## src/logic/hpdcache_defs.svh

```systemverilog
/*
 * Sizing macros for the cache. Addresses count words, not bytes.
 * HPDCACHE_SETS and HPDCACHE_NREQ must be powers of two.
 */
`ifndef HPDCACHE_DEFS_SVH
`define HPDCACHE_DEFS_SVH

// Word address and data widths
`define HPDCACHE_ADDR_W 16
`define HPDCACHE_DATA_W 32

// One word per line, direct mapped
`define HPDCACHE_SETS 16

`define HPDCACHE_NREQ 2
`define HPDCACHE_WBUF_DEPTH 4

`endif

```

## src/logic/hpdcache_pkg.sv

```systemverilog
/*
 * Shared address, data and id types for the cache.
 * Widths follow the macros in the defs header.
 */
`default_nettype none

package hpdcache_pkg;

`include "hpdcache_defs.svh"

    typedef logic [`HPDCACHE_ADDR_W-1:0] addr_t;
    typedef logic [`HPDCACHE_DATA_W-1:0] word_t;

    // Low address bits select the line
    typedef logic [$clog2(`HPDCACHE_SETS)-1:0] set_t;

    // Remaining high bits are kept as tag
    typedef logic [`HPDCACHE_ADDR_W-$clog2(`HPDCACHE_SETS)-1:0] tag_t;

    typedef logic [$clog2(`HPDCACHE_NREQ)-1:0] sid_t;

endpackage

`default_nettype wire

```

## src/logic/hpdcache_ifs.sv

```systemverilog
/*
 * Internal channels between arbiter, controller, miss handler and write buffer.
 * All transfers complete on valid and ready high, except the refill pulse.
 */
`timescale 1ns/1ns
`default_nettype none

interface hpdcache_req_if;
    logic                valid;
    logic                ready;
    logic                we;
    hpdcache_pkg::addr_t addr;
    hpdcache_pkg::word_t wdata;
    hpdcache_pkg::sid_t  sid;

    modport arbiter (output valid, we, addr, wdata, sid, input ready);
    modport ctrl    (input valid, we, addr, wdata, sid, output ready);
endinterface

interface hpdcache_miss_if;
    logic                req_valid;
    logic                req_ready;
    hpdcache_pkg::addr_t req_addr;
    // One-cycle pulse, no back-pressure
    logic                refill_valid;
    hpdcache_pkg::word_t refill_data;

    modport ctrl (output req_valid, req_addr, input req_ready, refill_valid, refill_data);
    modport miss (input req_valid, req_addr, output req_ready, refill_valid, refill_data);
endinterface

interface hpdcache_wbuf_if;
    logic                valid;
    logic                ready;
    hpdcache_pkg::addr_t addr;
    hpdcache_pkg::word_t data;

    modport ctrl (output valid, addr, data, input ready);
    modport wbuf (input valid, addr, data, output ready);
endinterface

`default_nettype wire

```

## src/logic/hpdcache_req_arbiter.sv

```systemverilog
/*
 * Fixed-priority arbiter, requester 0 wins. Purely combinational.
 * A requester losing the grant keeps its request pending.
 */
`timescale 1ns/1ns
`default_nettype none
`include "hpdcache_defs.svh"

module hpdcache_req_arbiter (
    input  logic [`HPDCACHE_NREQ-1:0] core_req_valid_i,
    input  logic                      core_req_we_i    [`HPDCACHE_NREQ-1:0],
    input  hpdcache_pkg::addr_t       core_req_addr_i  [`HPDCACHE_NREQ-1:0],
    input  hpdcache_pkg::word_t       core_req_wdata_i [`HPDCACHE_NREQ-1:0],
    output logic                      core_req_ready_o [`HPDCACHE_NREQ-1:0],
    hpdcache_req_if.arbiter           req
);
    logic [`HPDCACHE_NREQ-1:0] gnt;
    logic                      found;

    always_comb begin
        gnt       = '0;
        found     = 1'b0;
        req.we    = 1'b0;
        req.addr  = '0;
        req.wdata = '0;
        req.sid   = '0;
        // Lowest index takes the grant
        for (int i = 0; i < `HPDCACHE_NREQ; i++) begin
            if (core_req_valid_i[i] && !found) begin
                found     = 1'b1;
                gnt[i]    = 1'b1;
                req.we    = core_req_we_i[i];
                req.addr  = core_req_addr_i[i];
                req.wdata = core_req_wdata_i[i];
                req.sid   = hpdcache_pkg::sid_t'(i);
            end
        end
        req.valid = found;
    end

    for (genvar g = 0; g < `HPDCACHE_NREQ; g++) begin : gen_ready
        assign core_req_ready_o[g] = gnt[g] & req.ready;
    end

endmodule

`default_nettype wire

```

## src/logic/hpdcache_ctrl.sv

```systemverilog
/*
 * Direct-mapped, write-through, no-write-allocate controller.
 * One read miss in flight; reads wait for the write buffer to drain first.
 * With cfg_enable_i low every read goes to memory and nothing is filled.
 */
`timescale 1ns/1ns
`default_nettype none
`include "hpdcache_defs.svh"

module hpdcache_ctrl (
    input  logic                clk_i,
    input  logic                rst_n_i,
    input  logic                cfg_enable_i,
    hpdcache_req_if.ctrl        req,
    hpdcache_miss_if.ctrl       miss,
    hpdcache_wbuf_if.ctrl       wbuf,
    input  logic                wbuf_empty_i,
    output logic                rsp_valid_o,
    output hpdcache_pkg::sid_t  rsp_sid_o,
    output hpdcache_pkg::word_t rsp_rdata_o
);
    typedef enum logic [1:0] {ST_IDLE, ST_DRAIN, ST_REQ, ST_WAIT} state_e;

    state_e                    st_q;
    logic [`HPDCACHE_SETS-1:0] valid_q;
    hpdcache_pkg::tag_t        tag_q  [`HPDCACHE_SETS];
    hpdcache_pkg::word_t       data_q [`HPDCACHE_SETS];
    hpdcache_pkg::addr_t       miss_addr_q;
    hpdcache_pkg::sid_t        miss_sid_q;
    hpdcache_pkg::set_t        req_set;
    hpdcache_pkg::tag_t        req_tag;
    hpdcache_pkg::set_t        miss_set;
    hpdcache_pkg::tag_t        miss_tag;
    logic                      accept;
    logic                      hit;
    logic                      read_hit;
    logic                      read_miss;
    logic                      refill;
    logic                      fill;

    assign req_set  = hpdcache_pkg::set_t'(req.addr);
    assign req_tag  = hpdcache_pkg::tag_t'(req.addr >> $bits(hpdcache_pkg::set_t));
    assign miss_set = hpdcache_pkg::set_t'(miss_addr_q);
    assign miss_tag = hpdcache_pkg::tag_t'(miss_addr_q >> $bits(hpdcache_pkg::set_t));

    assign hit       = valid_q[req_set] && (tag_q[req_set] == req_tag);
    assign req.ready = (st_q == ST_IDLE) && (!req.we || wbuf.ready);
    assign accept    = req.valid && req.ready;
    assign read_hit  = accept && !req.we && hit && cfg_enable_i;
    assign read_miss = accept && !req.we && !read_hit;

    // Every write goes through the buffer, hit or not
    assign wbuf.valid = req.valid && req.we && (st_q == ST_IDLE);
    assign wbuf.addr  = req.addr;
    assign wbuf.data  = req.wdata;

    assign miss.req_valid = (st_q == ST_REQ);
    assign miss.req_addr  = miss_addr_q;

    assign refill = (st_q == ST_WAIT) && miss.refill_valid;
    assign fill   = refill && cfg_enable_i;

    always_ff @(posedge clk_i or negedge rst_n_i) begin
        if (!rst_n_i) begin
            st_q        <= ST_IDLE;
            valid_q     <= '0;
            rsp_valid_o <= 1'b0;
        end else begin
            rsp_valid_o <= read_hit || refill;
            case (st_q)
                ST_IDLE: begin
                    if (read_miss) begin
                        st_q <= ST_DRAIN;
                    end
                end
                // Older writes must reach memory before the read
                ST_DRAIN: begin
                    if (wbuf_empty_i) begin
                        st_q <= ST_REQ;
                    end
                end
                ST_REQ: begin
                    if (miss.req_ready) begin
                        st_q <= ST_WAIT;
                    end
                end
                default: begin
                    if (refill) begin
                        st_q <= ST_IDLE;
                    end
                end
            endcase
            if (fill) begin
                valid_q[miss_set] <= 1'b1;
            end
        end
    end

    always_ff @(posedge clk_i) begin
        if (accept && req.we && hit) begin
            data_q[req_set] <= req.wdata;
        end
        if (read_hit) begin
            rsp_rdata_o <= data_q[req_set];
            rsp_sid_o   <= req.sid;
        end
        if (read_miss) begin
            miss_addr_q <= req.addr;
            miss_sid_q  <= req.sid;
        end
        if (fill) begin
            tag_q[miss_set]  <= miss_tag;
            data_q[miss_set] <= miss.refill_data;
        end
        if (refill) begin
            rsp_rdata_o <= miss.refill_data;
            rsp_sid_o   <= miss_sid_q;
        end
    end

endmodule

`default_nettype wire

```

## src/logic/hpdcache_miss_handler.sv

```systemverilog
/*
 * Single-entry miss handler. Takes no new miss until the response is back.
 * The memory read response must come as a one-cycle pulse.
 */
`timescale 1ns/1ns
`default_nettype none

module hpdcache_miss_handler (
    input  logic                clk_i,
    input  logic                rst_n_i,
    hpdcache_miss_if.miss       miss,
    output logic                mem_req_read_valid_o,
    input  logic                mem_req_read_ready_i,
    output hpdcache_pkg::addr_t mem_req_read_addr_o,
    input  logic                mem_resp_read_valid_i,
    input  hpdcache_pkg::word_t mem_resp_read_data_i
);
    typedef enum logic [1:0] {ST_IDLE, ST_REQ, ST_BUSY} state_e;

    state_e              st_q;
    hpdcache_pkg::addr_t addr_q;
    logic                refill_valid_q;
    hpdcache_pkg::word_t refill_data_q;

    assign miss.req_ready       = (st_q == ST_IDLE);
    assign mem_req_read_valid_o = (st_q == ST_REQ);
    assign mem_req_read_addr_o  = addr_q;
    assign miss.refill_valid    = refill_valid_q;
    assign miss.refill_data     = refill_data_q;

    always_ff @(posedge clk_i or negedge rst_n_i) begin
        if (!rst_n_i) begin
            st_q           <= ST_IDLE;
            refill_valid_q <= 1'b0;
        end else begin
            refill_valid_q <= 1'b0;
            case (st_q)
                ST_IDLE: begin
                    if (miss.req_valid) begin
                        st_q <= ST_REQ;
                    end
                end
                ST_REQ: begin
                    if (mem_req_read_ready_i) begin
                        st_q <= ST_BUSY;
                    end
                end
                default: begin
                    if (mem_resp_read_valid_i) begin
                        refill_valid_q <= 1'b1;
                        st_q           <= ST_IDLE;
                    end
                end
            endcase
        end
    end

    always_ff @(posedge clk_i) begin
        if (miss.req_valid && miss.req_ready) begin
            addr_q <= miss.req_addr;
        end
        if (st_q == ST_BUSY && mem_resp_read_valid_i) begin
            refill_data_q <= mem_resp_read_data_i;
        end
    end

endmodule

`default_nettype wire

```

## src/logic/hpdcache_wbuf.sv

```systemverilog
/*
 * In-order write FIFO, no coalescing. The head entry is always offered
 * to memory, so the buffer drains whenever write ready is high.
 */
`timescale 1ns/1ns
`default_nettype none
`include "hpdcache_defs.svh"

module hpdcache_wbuf (
    input  logic                clk_i,
    input  logic                rst_n_i,
    hpdcache_wbuf_if.wbuf       wbuf,
    output logic                empty_o,
    output logic                mem_req_write_valid_o,
    input  logic                mem_req_write_ready_i,
    output hpdcache_pkg::addr_t mem_req_write_addr_o,
    output hpdcache_pkg::word_t mem_req_write_data_o
);
    localparam int DEPTH = `HPDCACHE_WBUF_DEPTH;
    localparam int PTR_W = $clog2(DEPTH);
    localparam int CNT_W = $clog2(DEPTH + 1);

    hpdcache_pkg::addr_t addr_mem [DEPTH];
    hpdcache_pkg::word_t data_mem [DEPTH];
    logic [PTR_W-1:0]    wr_ptr_q;
    logic [PTR_W-1:0]    rd_ptr_q;
    logic [CNT_W-1:0]    count_q;
    logic                push;
    logic                pop;

    assign wbuf.ready            = (count_q != CNT_W'(DEPTH));
    assign empty_o               = (count_q == '0);
    assign mem_req_write_valid_o = !empty_o;
    assign mem_req_write_addr_o  = addr_mem[rd_ptr_q];
    assign mem_req_write_data_o  = data_mem[rd_ptr_q];
    assign push                  = wbuf.valid && wbuf.ready;
    assign pop                   = mem_req_write_valid_o && mem_req_write_ready_i;

    always_ff @(posedge clk_i or negedge rst_n_i) begin
        if (!rst_n_i) begin
            wr_ptr_q <= '0;
            rd_ptr_q <= '0;
            count_q  <= '0;
        end else begin
            if (push) begin
                wr_ptr_q <= (wr_ptr_q == PTR_W'(DEPTH - 1)) ? '0 : wr_ptr_q + 1'b1;
            end
            if (pop) begin
                rd_ptr_q <= (rd_ptr_q == PTR_W'(DEPTH - 1)) ? '0 : rd_ptr_q + 1'b1;
            end
            // Simultaneous push and pop leave the count unchanged
            if (push && !pop) begin
                count_q <= count_q + 1'b1;
            end else if (pop && !push) begin
                count_q <= count_q - 1'b1;
            end
        end
    end

    always_ff @(posedge clk_i) begin
        if (push) begin
            addr_mem[wr_ptr_q] <= wbuf.addr;
            data_mem[wr_ptr_q] <= wbuf.data;
        end
    end

endmodule

`default_nettype wire

```

## src/logic/hpdcache.sv

```systemverilog
/*
 * Cache top. Read data is shared by all requesters; only the valid
 * of the requester that issued the read is raised. Writes get no response.
 */
`timescale 1ns/1ns
`default_nettype none
`include "hpdcache_defs.svh"

module hpdcache (
    input  logic                      clk_i,
    input  logic                      rst_n_i,
    input  logic                      cfg_enable_i,

    input  logic [`HPDCACHE_NREQ-1:0] core_req_valid_i,
    input  logic                      core_req_we_i    [`HPDCACHE_NREQ-1:0],
    input  hpdcache_pkg::addr_t       core_req_addr_i  [`HPDCACHE_NREQ-1:0],
    input  hpdcache_pkg::word_t       core_req_wdata_i [`HPDCACHE_NREQ-1:0],
    output logic                      core_req_ready_o [`HPDCACHE_NREQ-1:0],
    output logic [`HPDCACHE_NREQ-1:0] core_rsp_valid_o,
    output hpdcache_pkg::word_t       core_rsp_rdata_o,

    output logic                      mem_req_read_valid_o,
    input  logic                      mem_req_read_ready_i,
    output hpdcache_pkg::addr_t       mem_req_read_addr_o,
    input  logic                      mem_resp_read_valid_i,
    input  hpdcache_pkg::word_t       mem_resp_read_data_i,

    output logic                      mem_req_write_valid_o,
    input  logic                      mem_req_write_ready_i,
    output hpdcache_pkg::addr_t       mem_req_write_addr_o,
    output hpdcache_pkg::word_t       mem_req_write_data_o,
    output logic                      wbuf_empty_o
);
    logic               rsp_valid;
    hpdcache_pkg::sid_t rsp_sid;

    hpdcache_req_if  req_if ();
    hpdcache_miss_if miss_if ();
    hpdcache_wbuf_if wbuf_if ();

    hpdcache_req_arbiter i_req_arbiter (
        .core_req_valid_i (core_req_valid_i),
        .core_req_we_i    (core_req_we_i),
        .core_req_addr_i  (core_req_addr_i),
        .core_req_wdata_i (core_req_wdata_i),
        .core_req_ready_o (core_req_ready_o),
        .req              (req_if.arbiter)
    );

    hpdcache_ctrl i_ctrl (
        .clk_i        (clk_i),
        .rst_n_i      (rst_n_i),
        .cfg_enable_i (cfg_enable_i),
        .req          (req_if.ctrl),
        .miss         (miss_if.ctrl),
        .wbuf         (wbuf_if.ctrl),
        .wbuf_empty_i (wbuf_empty_o),
        .rsp_valid_o  (rsp_valid),
        .rsp_sid_o    (rsp_sid),
        .rsp_rdata_o  (core_rsp_rdata_o)
    );

    hpdcache_miss_handler i_miss_handler (
        .clk_i                 (clk_i),
        .rst_n_i               (rst_n_i),
        .miss                  (miss_if.miss),
        .mem_req_read_valid_o  (mem_req_read_valid_o),
        .mem_req_read_ready_i  (mem_req_read_ready_i),
        .mem_req_read_addr_o   (mem_req_read_addr_o),
        .mem_resp_read_valid_i (mem_resp_read_valid_i),
        .mem_resp_read_data_i  (mem_resp_read_data_i)
    );

    hpdcache_wbuf i_wbuf (
        .clk_i                 (clk_i),
        .rst_n_i               (rst_n_i),
        .wbuf                  (wbuf_if.wbuf),
        .empty_o               (wbuf_empty_o),
        .mem_req_write_valid_o (mem_req_write_valid_o),
        .mem_req_write_ready_i (mem_req_write_ready_i),
        .mem_req_write_addr_o  (mem_req_write_addr_o),
        .mem_req_write_data_o  (mem_req_write_data_o)
    );

    // Route the response valid back by source id
    always_comb begin
        for (int i = 0; i < `HPDCACHE_NREQ; i++) begin
            core_rsp_valid_o[i] = rsp_valid && (rsp_sid == hpdcache_pkg::sid_t'(i));
        end
    end

endmodule

`default_nettype wire

```

## config.mk

```make
export PLATFORM = sky130hd
export DESIGN_NAME = hpdcache
export DESIGN_NICKNAME = d
export VERILOG_FILES = /design/src/logic/hpdcache_pkg.sv /design/src/logic/hpdcache_ifs.sv /design/src/logic/hpdcache_req_arbiter.sv /design/src/logic/hpdcache_ctrl.sv /design/src/logic/hpdcache_miss_handler.sv /design/src/logic/hpdcache_wbuf.sv /design/src/logic/hpdcache.sv
export VERILOG_INCLUDE_DIRS = /design/src /design/src/logic
export SDC_FILE = /design/constraint.sdc
export NUM_CORES = 1
export LEC_CHECK = 0
export BUFFER_PORTS_ARGS = -buffer_cell sky130_fd_sc_hd__clkbuf_2
export CAP_MARGIN = 30
export CORE_MARGIN = 3
export CORE_UTILIZATION = 55
export CTS_CLUSTER_SIZE = 12
export DETAILED_ROUTE_END_ITERATION = 10
export PLACE_DENSITY = 0.72
export SETUP_SLACK_MARGIN = 0.2
export SYNTH_ARGS = -nofsm -noshare
export SYNTH_HDL_FRONTEND = slang
export SYNTH_HIERARCHICAL = 1
export SYNTH_SLANG_ARGS = --single-unit
```

## constraint.sdc

```tcl
create_clock -name clk_i -period 7 [get_ports clk_i]
set_input_delay 0.7 -clock clk_i [delete_from_list [all_inputs] [get_ports clk_i]]
set_output_delay 0.7 -clock clk_i [all_outputs]
set_load 0.05 [all_outputs]
```

-- After elaboration in Yosys (flattened, before gate mapping)
Memories as Yosys holds them, arrays and structs flattened.
Index checks and enable logic that the tools add are counted.
- bits in latches: 0
- memories kept: 4
- output and inout bits: 103
- word-level logic and storage cells: 126
- flip-flop bits (word level): 127
- memory bits (read-only): 0
- memory bits (writable): 896
- bitwise operators: 4
- add/sub/neg operators: 4
- multiply operators: 0
- magnitude comparators: 3
- shifts and indexed selects: 0
- equal/unequal tests: 14
- multiplexer cells: 41
- divide/modulo/power cells: 0
- reduce and logical (&&, ||, !) cells: 42
- memory list (name ; words ; width ; rd ports ; clocked after memory_dff ; wr ports ; RTL line ; RTL):
    i_ctrl.data_q ; 16 ; 32 ; 1 ; 0 ; 1 ; hpdcache_ctrl.sv:27 ; hpdcache_pkg::word_t data_q [`HPDCACHE_SETS];
    i_ctrl.tag_q ; 16 ; 12 ; 1 ; 0 ; 1 ; hpdcache_ctrl.sv:26 ; hpdcache_pkg::tag_t tag_q [`HPDCACHE_SETS];
    i_wbuf.data_mem ; 4 ; 32 ; 1 ; 0 ; 1 ; hpdcache_wbuf.sv:24 ; hpdcache_pkg::word_t data_mem [DEPTH];
    i_wbuf.addr_mem ; 4 ; 16 ; 1 ; 0 ; 1 ; hpdcache_wbuf.sv:23 ; hpdcache_pkg::addr_t addr_mem [DEPTH];
- operators with widths (kind ; number):
    2-to-1 mux 32 bit ; 5
    2-to-1 mux 16 bit ; 2
    OR reduction 32 bit ; 1
    logical AND 1 bit ; 23
    2-to-1 mux 1 bit ; 18
    2-to-1 mux 2 bit ; 9
    OR 16 bit ; 1
    equality test 12 bit ; 1
    equality test 2 bit, second input constant ; 5
    < comparator 4 x 5 -> 1 bit, second input constant ; 2
    != test 2 x 1 -> 1 bit, second input constant ; 4
    logical NOT 1 bit ; 6
    2-to-1 mux 3 bit ; 2
    case mux 2 bit (3 select lines) ; 1
    adder 2 x 1 -> 2 bit, second input constant ; 2
    binary-select mux 1 bit (select 4 bit) ; 1
    demux 1 bit (select 4 bit) ; 1
    equality test 2 x 1 -> 1 bit, second input constant ; 2
    greater-or-equal comparator 4 x 1 -> 1 bit, second input constant ; 1
    logical NOT 2 bit ; 2
    2-to-1 mux 4 bit ; 1
    case mux 2 bit (2 select lines) ; 1
    AND reduction 4 bit ; 1
    nonzero test 2 bit ; 2
    other kinds (12) ; 14

-- Longest topological paths before layout
Gate-level depths: netlist of the first run.
- depth in word-level cells: 15
- mapped depth: 15

-- By module
The synthesis of the first run kept the hierarchy.
- by module, submodules not included (module ; cells each ; instances ; area an instance (um^2)):
    hpdcache_ctrl ; 1435 ; 1 ; 30505.5
    hpdcache_wbuf ; 289 ; 1 ; 7425.9
    hpdcache_miss_handler ; 60 ; 1 ; 1576.5
    hpdcache_req_arbiter ; 65 ; 1 ; 556.8
    hpdcache ; 2 ; 1 ; 16.3

-- Worst setup path after synthesis of the first run
OpenSTA, ideal clock, no wires.
- path type: input port to flip-flop
- start point: input core_req_valid_i[0]
- end point: memory i_ctrl/data_q[12][0] (netlist bit), enable pin
- stages: 14
- library setup time: 0.470 ns
- setup slack: 0.573 ns
- arrival time: 5.957 ns
- cell sequence: buf_6 > nor2b_2 > buf_6 > buf_6 > a22o_1 > clkbuf_1 > buf_1 > mux4_2 > mux2i_1 > xor2_1 > o2111ai_1 > a222oi_1 > nand4_1 > a211oi_1
- RTL lines (item ; RTL line ; RTL):
    start: declaration ; hpdcache.sv:14 ; input logic [`HPDCACHE_NREQ-1:0] core_req_valid_i,
    2-to-1 mux 1 bit ; hpdcache_req_arbiter.sv:29 ; if (core_req_valid_i[i] && !found) begin
    logical NOT 1 bit ; hpdcache_req_arbiter.sv:29 ;
    logical AND 1 bit ; hpdcache_req_arbiter.sv:29 ;
    2-to-1 mux 16 bit * ; hpdcache_req_arbiter.sv:29 ;
    net req_if.addr[3] ; hpdcache_ifs.sv:12 ; hpdcache_pkg::addr_t addr;
    memory read (16 x 12 bit) or binary-select mux 1 bit (select 4 bit) (tied branches) ; -- ;
    equality test 12 bit or 2-to-1 mux 1 bit (tied branches) ; hpdcache_ctrl.sv:46 ; assign hit = valid_q[req_set] && (tag_q[req_set] == req_tag);
    logical AND 1 bit ; hpdcache_ctrl.sv:46 ;
    logical AND 1 bit ; hpdcache_ctrl.sv:100 ; if (accept && req.we && hit) begin
    2-to-1 mux 1 bit ; hpdcache_ctrl.sv:100 ;
    2-to-1 mux 1 bit (implied by the code) ; hpdcache_ctrl.sv:101 ; data_q[req_set] <= req.wdata;
    2-to-1 mux 1 bit (no source line) ; -- ;
    end: declaration ; hpdcache_ctrl.sv:27 ;
The timed path passes the listed nets; every way through them passes the cells marked *. The select of a mux whose other input is x is not followed.

-- Final worst setup path of the first run
- start point: input core_req_valid_i[0]
- end point: memory i_ctrl/data_q[6][3] (netlist bit), enable pin
Same word-level chain as after synthesis.

==> flow_summary_export.csv, run 1 <==
group,metric,value,unit
grt,overflow,0,
logic_synthesis,synth_area,40100,um2
logic_synthesis,synth_top_flop_cell,"edfxtp_1",
cts,cts.sinks,1023,
grt,grt_usage,24.8,%
floorplan,ios,241,
drt,detail_route.first_pass.iterations,6,
logic_synthesis,synth.top_cell.area_share,74.5,%
cts,cts_resized,0,
timing,finalCriticalPeriod,5.62,ns
critical_path,crit_fanout,24,
power,vdd_drop_max,0.311,mV
cells_and_area,regArea,30600,um2
logic_synthesis,synth_cells,1851,
cells_and_area,synthToLayoutAreaGrowth,13.7,%
cells_and_area,multi_input_area,8900,um2
floorplan,initial_utilization,55.8,%
grt,grt_pass1_vias,20000,
cells_and_area,drive_above_1_share,36.2,%
cells_and_area,postLayoutCellArea,45600,um2
drt,drt_iter0_drc,2378,
timing,timing.fmax,178,MHz
place,place_congestion,0.845,
drt,wl_per_cell,30.0,um
power,power_switching,4030,uW
floorplan,dieArea,76100,um2
floorplan,row_count,98,
timing,rsz0062_at_grt,"false",
logic_synthesis,synth.area.top_cells,"edfxtp_1, mux4_2, dfrtp_1",
logic_synthesis,synth-seq-cells,1023,
power,power_frac_comb,16.8,%
power,power_frac_clock,33.7,%
logic_synthesis,synth_cell_type_count,55,
cts,cts_tree,"yes",
power,power_density,322,nW/um2
cts,htree_num_levels,3,
logic_synthesis,synthArstFlopShare,2.83,%
drt,avgViaCountPerCell,6.35,
timing,tns,0,ns
grt,grt_pass1_wl,135,mm
drt,drt_wl_total,93.7,mm
floorplan,dieWidth,276,um
drt,num_vias,19900,
drt,drtAntennaViolNets,0,
grt,grt_max_degree,88,
logic_synthesis,yosys_warnings,6,
cts,ctsHoldBuffers,0,
logic_synthesis,postSynthAreaPerCell,21.7,um2
critical_path,worstPathRequired,7.32,ns
logic_synthesis,synth_most_common_cell,"edfxtp_1",
timing,setup_viol,0,
power,leakage,0.0152,uW
min_path,worst_hold_path_type,"in -> async",
power,p_int,10600,uW
place,place_area,42600,um2
critical_path,path_class,"in -> reg",
logic_synthesis,yosysSeqAreaShare,76.3,%
floorplan,die_y,276,um
timing,relSlewSlack,30.9,%
drt,drc,0,
status,status,"completed",
power,swShare,27.5,%
critical_path,cp-end-kind,"flip-flop",
timing,worstMarginPinSlew,1.04,ns
logic_synthesis,synth_nets,2000,
timing,finalCritPeriodShare,80.2,%
critical_path,start_kind,"primary input",
cts,cts.path.max_buffers,3,
cells_and_area,num-fill-cells,4753,
timing,finalClockSkew,0.0442,ns
logic_synthesis,synth-edff-count,994,
cts,cts_root_buffer,"clkbuf_16",
floorplan,core_area,71900,um2
cells_and_area,num-nets-final,2265,
logic_synthesis,synth_area_leader_cell,"edfxtp_1",
critical_path,critPathArrivalTime,5.94,ns
grt,grt_antenna_before_repair,6,
place,hpwl,56.9,mm
timing,finalMaxSlewViolations,0,
cts,post-cts-setup-buffers,0,
cts,insertion_delay,0.66,ns
timing,hold_viol,0,
cts,cts_made_buffers,102,
power,seq_power_share,49.5,%
place,io_buffers,240,
logic_synthesis,synthTopCellsByCount,"edfxtp_1, mux4_2, nand2_1",
job,drv_cap,0,
cts,path_clk_slew,0.06,ns
-- cells by family after synthesis --
family	after synthesis	synth area share, %
and+or+nand+nor	211	2.47
DFF	1023	76.3
AOI/OAI and AO/OA	104	1.99
muxes	332	16.2
adders and majority gates	11	0.362
xor gates and xnor gates	19	0.415
buffers and inverters	151	2.29
-- routing by layer --
layer | vias to the layer above | global-route usage, % | routed length, um
met3 | 188 | 6.70 | 10500
met1 | 10400 | 35.0 | 36000
met5 | - | 0 | 52
li1 | 8108 | - | -
met2 | 1158 | 38.8 | 44600
met4 | 8 | 7.53 | 2480
-- critical path, stage by stage --
cell      delay, ns
clkbuf_2       0.36
nor2b_4        0.28
buf_4          0.31
a22o_4         0.47
clkinv_1       0.71
a221oi_1       0.48
a22oi_1        0.15
xnor2_1        0.20
nor4_2         0.61
nand4_1        0.34
buf_4          0.32
a21oi_4        0.66
buf_12         0.26
-- sequential cells by signal, summed over array words and instances (netlist names) --
register                            count
i_wbuf/data_mem                       128
i_miss_handler/miss.refill_valid        1
i_miss_handler/mem_req_read_addr_o     16
i_ctrl/st_q                             2
i_ctrl/rsp_rdata_o                     32
i_wbuf/wr_ptr_q                         2
i_ctrl/miss_sid_q                       1
i_wbuf/addr_mem                        64
i_wbuf/count_q                          3
i_ctrl/data_q                         512
i_ctrl/rsp_sid_o                        1
i_ctrl/valid_q                         16
i_miss_handler/st_q                     2
i_ctrl/miss.req_addr                   16
i_miss_handler/miss.refill_data        32
i_ctrl/tag_q                          192
i_ctrl/rsp_valid_o                      1
i_wbuf/rd_ptr_q                         2
-- path summary, 6_finish.rpt --
| check | startpoint | endpoint | slack [ns] | cells after the start |
|---|---|---|---|---|
| worst min-delay path | rst_n_i | i_miss_handler/st_q[0] | 0.12 | 1 |
| min in group clk_i | mem_resp_read_data_i[8] | i_miss_handler/miss.refill_data[8] | 0.22 | 1 |
| max in group asynchronous | rst_n_i | i_wbuf/rd_ptr_q[0] | 6.26 | 1 |
| worst max-delay path | core_req_valid_i[0] | i_ctrl/data_q[6][3] | 1.38 | 13 |
| worst min register to register | i_ctrl/valid_q[1] | i_ctrl/valid_q[1] | 0.46 | 1 |
| worst max register to register | i_ctrl/tag_q[3][7] | i_ctrl/data_q[6][3] | 3.07 | 9 |
-- layout make-up --
cell class	count	share of cell area, %
inverter	11	0.0906
clock inverter	25	0.450
antenna	1	0.00549
timing repair buffer	301	4.14
multi-input combinational	677	19.5
sequential	1023	67.1
tap	950	2.61
clock buffer	136	6.06
-- power by group through the flow --
| stage | Clock (uW) | Sequential [uW] | Combinational, uW |
|---|---|---|---|
| after floorplan | 0 | 7410 | 1800 |
| after global placement | 0 | 7430 | 2350 |
| after detailed placement | 0 | 7390 | 2470 |
| after CTS | 5040 | 7270 | 2480 |
| after global routing | 5290 | 7290 | 2590 |
| final | 4950 | 7270 | 2460 |
-- metrics by stage --
| step | power (uW) | hold slack (ns) | utilization (%) | worst slack, ns | std cells |
|---|---|---|---|---|---|
| finish | 14700 | 0.123 | 63.4 | 1.38 | 3124 |
| global route | 15200 | 0.174 | 63.4 | 1.33 | 3123 |
| CTS | 14800 | 0.130 | 63.4 | 1.58 | 3123 |
| detailed placement | 9860 | 0.452 | 59.3 | 0.934 | 2962 |
| global placement | 9780 | 0.446 | 59.0 | 1.21 | 2952 |
| floorplan | 9210 | 0.404 | - | 0.573 | 1851 |
-- cell usage in the layout, fill, tap and decap left out, types with 4 or more instances in the layout --
cell,n
a22o_1,46
and2_1,4
nor2_1,9
o21ai_0,4
dfrtp_1,27
nor2_2,10
a21oi_4,14
mux4_2,249
clkbuf_1,27
clkinv_1,10
buf_4,43
a31oi_1,4
edfxtp_1,994
a21oi_1,4
buf_12,8
clkbuf_2,240
o2111ai_1,4
or2_2,17
xor2_1,15
xnor2_1,4
buf_16,4
nand2_1,119
nand2b_1,8
or3_1,4
a22o_4,4
buf_8,6
mux2i_1,42
inv_1,10
clkinv_2,6
nor2b_1,4
ha_1,10
clkbuf_8,6
mux2_2,41
inv_6,6
clkbuf_16,103
and2_2,5
and3_1,5
a22oi_1,7
Power figures use the tool's default switching activity.
==> inputs of run 2 (changes only) <==
- clock period: 7 -> 5.25 ns (I/O delays scaled with it)
==> run 2 against run 1 <==
Net effect: sequential power increased by 34%; global-route usage increased by 0.59 points; sequential share of layout area decreased by 0.75 points; largest power group unchanged; combinational power increased by 33%; register-to-register slack got worse by 1.5 ns; cell count increased by 1.2%; critical path type unchanged; critical path depth unchanged; via count increased by 1.0%; utilization increased by 0.71 points.
==> flow_summary_export.csv, run 2 (same netlist as run 1, synthesis figures left out) <==
group,metric,value,unit
timing,hold_viol,0,
floorplan,dieArea,76100,um2
critical_path,cp-end-kind,"flip-flop",
cts,cts.path.max_buffers,3,
floorplan,dieWidth,276,um
cells_and_area,drive_above_1_share,36.8,%
cts,cts_tree,"yes",
cells_and_area,num-nets-final,2298,
cells_and_area,instances_no_fill,3162,
critical_path,critPathArrivalTime,4.65,ns
timing,finalMaxSlewViolations,0,
grt,grt_pass1_vias,20300,
grt,grt_max_degree,56,
drt,drt_wl_total,95.6,mm
floorplan,ios,241,
critical_path,worstPathRequired,5.56,ns
place,io_buffers,240,
timing,setup_slack,0.905,ns
timing,timing.fmax,230,MHz
critical_path,start_kind,"primary input",
grt,grt_pass1_wl,139,mm
cells_and_area,synthToLayoutAreaGrowth,15.0,%
cells_and_area,largest_reg_flops,512,
critical_path,critical_path_buf_inv_count,4,
drt,drt_iter0_drc,2366,
timing,setup_viol,0,
floorplan,row_count,98,
timing,relSlewSlack,36.1,%
floorplan,core_area,71900,um2
power,swShare,27.5,%
cells_and_area,final_cell_mix,"edfxtp_1, mux4_2, clkbuf_2",
cts,cts_made_buffers,102,
cells_and_area,post-route-util,64.1,%
place,place_ws,0.312,ns
status,status,"completed",
critical_path,cp_cell_sequence,"clkbuf_2 > nor2b_4 > a22o_4 > buf_12 > mux4_2 > nand2b_1 > a22oi_1 > xnor2_1 > nor4_2 > nand4_1 > buf_4 > a21oi_4 > buf_12",
critical_path,path_class,"in -> reg",
critical_path,cp_top_family,"simple AND/OR/NAND/NOR gates",
timing,worstMarginPinSlew,0.956,ns
power,leakage,0.0154,uW
place,place_inst,2988,
power,seq_power_share,49.3,%
cts,cts_root_buffer,"clkbuf_16",
power,power_density,428,nW/um2
cells_and_area,postLayoutCellArea,46100,um2
cts,cts.sinks,1023,
timing,finalCriticalPeriod,4.34,ns
place,place_congestion,0.823,
drt,num_vias,20100,
grt,grt_antenna_before_repair,2,
cells_and_area,layout_commonest_cell,"edfxtp_1",
critical_path,cp_common_cell,"buf_12",
power,power_frac_clock,34.1,%
power,p_int,14300,uW
power,vdd_drop_max,0.350,mV
cts,path_clk_slew,0.06,ns
cts,insertion_delay,0.68,ns
timing,rsz0062_at_grt,"false",
critical_path,worst_path_largest_cell_delay,0.55,ns
timing,tns,0,ns
timing,finalClockSkew,0.0599,ns
drt,drtAntennaViolNets,0,
cells_and_area,regMostFlops,"i_ctrl/data_q",
cts,htree_num_levels,3,
critical_path,crit_slowest_cell,"nand4_1",
floorplan,die_y,276,um
drt,avgViaCountPerCell,6.34,
grt,overflow,0,
place,place_area,42900,um2
drt,wl_per_cell,30.2,um
floorplan,initial_utilization,55.8,%
grt,grt_usage,25.4,%
critical_path,crit_fanout,32,
place,hpwl,59.7,mm
power,power_frac_comb,16.6,%
drt,drc,0,
cells_and_area,top_regs,"i_ctrl/data_q (512), i_ctrl/tag_q (192), i_wbuf/data_mem (128)",
job,drv_cap,0,
drt,detail_route.first_pass.iterations,8,
min_path,worst_hold_path_type,"in -> reg",
power,power_switching,5420,uW
timing,finalCritPeriodShare,82.8,%
-- run 2: changes by cell type in the layout (fill, tap and decap cells not counted), moves of 2 or more --
cell | before | now
dlygate4sd3_1 | 0 | 7
clkinv_16 | 1 | 3
clkbuf_1 | 27 | 32
buf_4 | 43 | 55
buf_12 | 8 | 21
inv_6 | 6 | 2
buf_16 | 4 | 1
buf_8 | 6 | 10
-- run 2: metrics by stage --
| stage | hold slack, ns | power, uW |
|---|---|---|
| after floorplan | 0.229 | 12300 |
| after global placement | 0.446 | 13100 |
| after detailed placement | 0.450 | 13200 |
| after CTS | 0.000568 | 19800 |
| after global routing | 0.0123 | 20400 |
| final | 0.0301 | 19700 |
-- run 2: repair_timing --
action,in CTS,in global routing
hold endpoints to repair,35,0
resized for setup,0,0
buffers inserted,0,0
hold buffers,7,0
-- run 2: metal layers --
layer  GRT usage [%]  share of wire (%)
met2            40.5                 49
met3            5.13                9.4
met1            36.8                 40
met4            6.69                2.2
met5               0                  0
-- run 2: final timing paths --
kind | from | end | slack [ns] | cells past startpoint
setup reg to reg | i_ctrl/tag_q[3][8] | i_ctrl/data_q[15][31] | 1.52 | 9
hold reg to reg | i_ctrl/valid_q[11] | i_ctrl/valid_q[11] | 0.47 | 1
setup / recovery | core_req_valid_i[0] | i_ctrl/data_q[15][31] | 0.91 | 13
min in group asynchronous | rst_n_i | i_ctrl/valid_q[9] | 0.51 | 2
max in group asynchronous | rst_n_i | i_wbuf/rd_ptr_q[0] | 4.12 | 2
hold / removal | mem_resp_read_data_i[9] | i_miss_handler/miss.refill_data[9] | 0.03 | 1
-- run 2: layout make-up --
class | instances | area (um2)
multi-input cells | 677 | 8910
clock buffers | 142 | 2810
repair buffers | 334 | 2280
well taps | 950 | 1190
flip-flops and latches | 1023 | 30600
clock inverters | 24 | 268
diodes | 1 | 2.50
fillers | 4729 | 25800
inverters | 11 | 41.3
-- run 2: power groups by stage --
stage	Combinational, uW	Clock, uW	Sequential (uW)
2_1_floorplan	2400	0	9880
3_3_place_gp	3220	0	9870
3_5_place_dp	3280	0	9890
4_1_cts	3290	6830	9720
5_1_grt	3430	7160	9760
6_report	3270	6730	9720
==> inputs of run 3 (changes only) <==
- PLACE_DENSITY: 0.72 -> 0.75
- clock period: 5.25 -> 3.8 ns (I/O delays scaled with it)
==> run 3 against run 2 <==
Net effect: hold slack better by 0.023 ns; non-clock buffer count is 164 higher; clock power is 38% higher; combinational power is 46% higher; sequential cell count stayed put; global-route usage is 1.1 points higher; die area stayed put; critical endpoint is now i_ctrl/data_q[12][22]; largest power group unchanged; highest routed layer is now met5.
==> flow_summary_export.csv, run 3 (same netlist as run 1, synthesis figures left out) <==
group,metric,value,unit
status,status,"completed",
power,seq_power_share,48.8,%
power,power_density,568,nW/um2
drt,drt_iter0_drc,3256,
critical_path,critPathArrivalTime,4.05,ns
grt,grt_max_degree,132,
floorplan,row_count,98,
cts,cts_root_buffer,"clkbuf_16",
power,p_int,19800,uW
timing,timing.fmax,272,MHz
drt,dr_wl_met3,13.6,mm
power,power_frac_comb,17.3,%
place,place_inst,3052,
critical_path,ff2ff_path_depth,12,
min_path,hold_depth,2,
place,place_congestion,0.864,
cells_and_area,synthToLayoutAreaGrowth,20.7,%
critical_path,worstPathRequired,4.18,ns
power,vdd_drop_max,0.511,mV
cells_and_area,final_cell_mix,"edfxtp_1, mux4_2, clkbuf_2",
drt,drc,0,
place,hpwl,59.9,mm
floorplan,dieWidth,276,um
power,leakage,0.0165,uW
critical_path,crit_slowest_cell,"mux4_2",
cts,cts_made_buffers,101,
cells_and_area,num-fill-cells,4301,
timing,finalCriticalPeriod,3.67,ns
cells_and_area,layout_commonest_cell,"edfxtp_1",
timing,hold_viol,0,
power,power_switching,7700,uW
drt,maxUsedRoutingLayer,"met5",
grt,grt_usage,26.5,%
power,total_power,27500,uW
floorplan,core_area,71900,um2
cts,path_clk_slew,0.06,ns
critical_path,cp-end-kind,"flip-flop",
drt,num_vias,21800,
critical_path,cp_cell_sequence,"clkbuf_2 > nor2b_4 > a22o_4 > buf_12 > mux4_2 > mux2i_4 > xor2_1 > o2111ai_1 > a222oi_1 > buf_4 > nand4_1 > buf_6 > buf_6 > a211oi_4 > buf_12 > clkbuf_16",
drt,detail_route.first_pass.iterations,6,
drt,wl_met2,54.1,mm
timing,finalClockSkew,0.0433,ns
critical_path,start_kind,"primary input",
cells_and_area,multi_input_area,8940,um2
timing,tns,0,ns
drt,wl_per_cell,33.2,um
drt,avgViaCountPerCell,6.56,
timing,relSlewSlack,34.1,%
critical_path,rrSetupSlack,0.14,ns
timing,setup_viol,0,
floorplan,dieArea,76100,um2
place,io_buffers,240,
drt,wl_met1,38.2,mm
timing,finalCritPeriodShare,96.6,%
cells_and_area,num-nets-final,2461,
floorplan,initial_utilization,55.8,%
cts,cts_tree,"yes",
cells_and_area,regMostFlops,"i_ctrl/data_q",
critical_path,crit_fanout,11,
floorplan,ios,241,
timing,worstMarginPinSlew,0.987,ns
critical_path,path_class,"in -> reg",
power,power_frac_clock,33.9,%
grt,overflow,0,
floorplan,die_y,276,um
cts,insertion_delay,0.69,ns
grt,grt_pass1_wl,144,mm
grt,grt_pass1_vias,21300,
cts,cts.sinks,1023,
min_path,worst_hold_path_type,"in -> reg",
timing,rsz0062_at_grt,"true",
cells_and_area,largest_reg_flops,512,
cts,cts.path.max_buffers,3,
cells_and_area,instances_no_fill,3329,
drt,drtAntennaViolNets,0,
critical_path,worst_path_largest_cell_delay,0.54,ns
job,drv_cap,0,
cts,htree_num_levels,3,
cells_and_area,drive_above_1_share,39.8,%
drt,drt_wl_total,111,mm
grt,grt_antenna_before_repair,4,
cells_and_area,regArea,30600,um2
timing,finalMaxSlewViolations,0,
power,swShare,28.0,%
cells_and_area,top_regs,"i_ctrl/data_q (512), i_ctrl/tag_q (192), i_wbuf/data_mem (128)",
-- run 3: cell types whose count changed in the layout (fill, tap and decap cells not counted), moves of 5 or more --
| cell | before | now |
|---|---|---|
| buf_8 | 10 | 4 |
| clkbuf_1 | 32 | 37 |
| nor2_1 | 8 | 18 |
| clkbuf_16 | 104 | 129 |
| buf_12 | 21 | 59 |
| dlygate4sd3_1 | 7 | 35 |
| buf_6 | 0 | 25 |
| buf_4 | 55 | 104 |
| nor2_2 | 11 | 1 |
-- run 3: cell type report --
cell class | instances | area share (%)
repair buffers | 498 | 9.59
multi-input cells | 677 | 18.5
well taps | 950 | 2.46
inverters | 11 | 0.0854
flip-flops and latches | 1023 | 63.2
clock inverters | 24 | 0.416
clock buffers | 145 | 5.73
diodes | 1 | 0.00517
-- run 3: path summary, 6_finish.rpt --
check | start | end
worst max-delay path | core_req_valid_i[1] | i_ctrl/data_q[12][22]
worst min-delay path | mem_resp_read_valid_i | i_miss_handler/miss.refill_valid
worst max register to register | i_ctrl/tag_q[1][8] | i_ctrl/data_q[12][22]
worst min register to register | i_ctrl/valid_q[2] | i_ctrl/valid_q[2]
max in group asynchronous | rst_n_i | i_wbuf/rd_ptr_q[0]
min in group asynchronous | rst_n_i | i_ctrl/valid_q[6]
-- run 3: what timing repair did --
item	in CTS	in global routing
endpoints found under the hold margin	62	0
gates resized for setup	18	26
cloned	3	36
hold buffers	35	0
buffers inserted	14	19
pin swaps	8	19
setup endpoints to repair	506	512
-- run 3: critical path, delay by kind of cell --
| kind | cells | cell delay (ns) |
|---|---|---|
| simple gates | 2 | 0.38 |
| xor+xnor | 1 | 0.19 |
| buf+inv | 7 | 1.16 |
| mux | 2 | 0.71 |
| compound gates | 4 | 1.22 |
-- run 3: power by group through the flow --
stage          logic, uW  registers [uW]  clock network, uW
2_1_floorplan       3330           13600                  0
3_3_place_gp        4460           13700                  0
3_5_place_dp        4650           13600                  0
4_1_cts             4740           13400               9300
5_1_grt             4990           13400               9820
6_report            4760           13400               9320
-- run 3: metal layers --
layer / vias to the layer above / global-route usage, %
li1: 8514 / -
met1: 11300 / 36.2
met2: 1737 / 43.0
met3: 302 / 5.96
met4: 4 / 9.11
met5: - / 0
-- run 3: per-stage QoR --
| stage | worst slack, ns | util (%) | hold WS [ns] | instance area [um2] |
|---|---|---|---|---|
| after floorplan | -0.775 | - | 0.0844 | 40200 |
| after global placement | -0.526 | 60.7 | 0.446 | 43600 |
| after detailed placement | -0.614 | 60.7 | 0.449 | 43700 |
| after CTS | 0.197 | 65.8 | 0.0155 | 47300 |
| after global routing | 0.0971 | 67.3 | 0.0244 | 48400 |
| final | 0.130 | 67.3 | 0.0535 | 48400 |
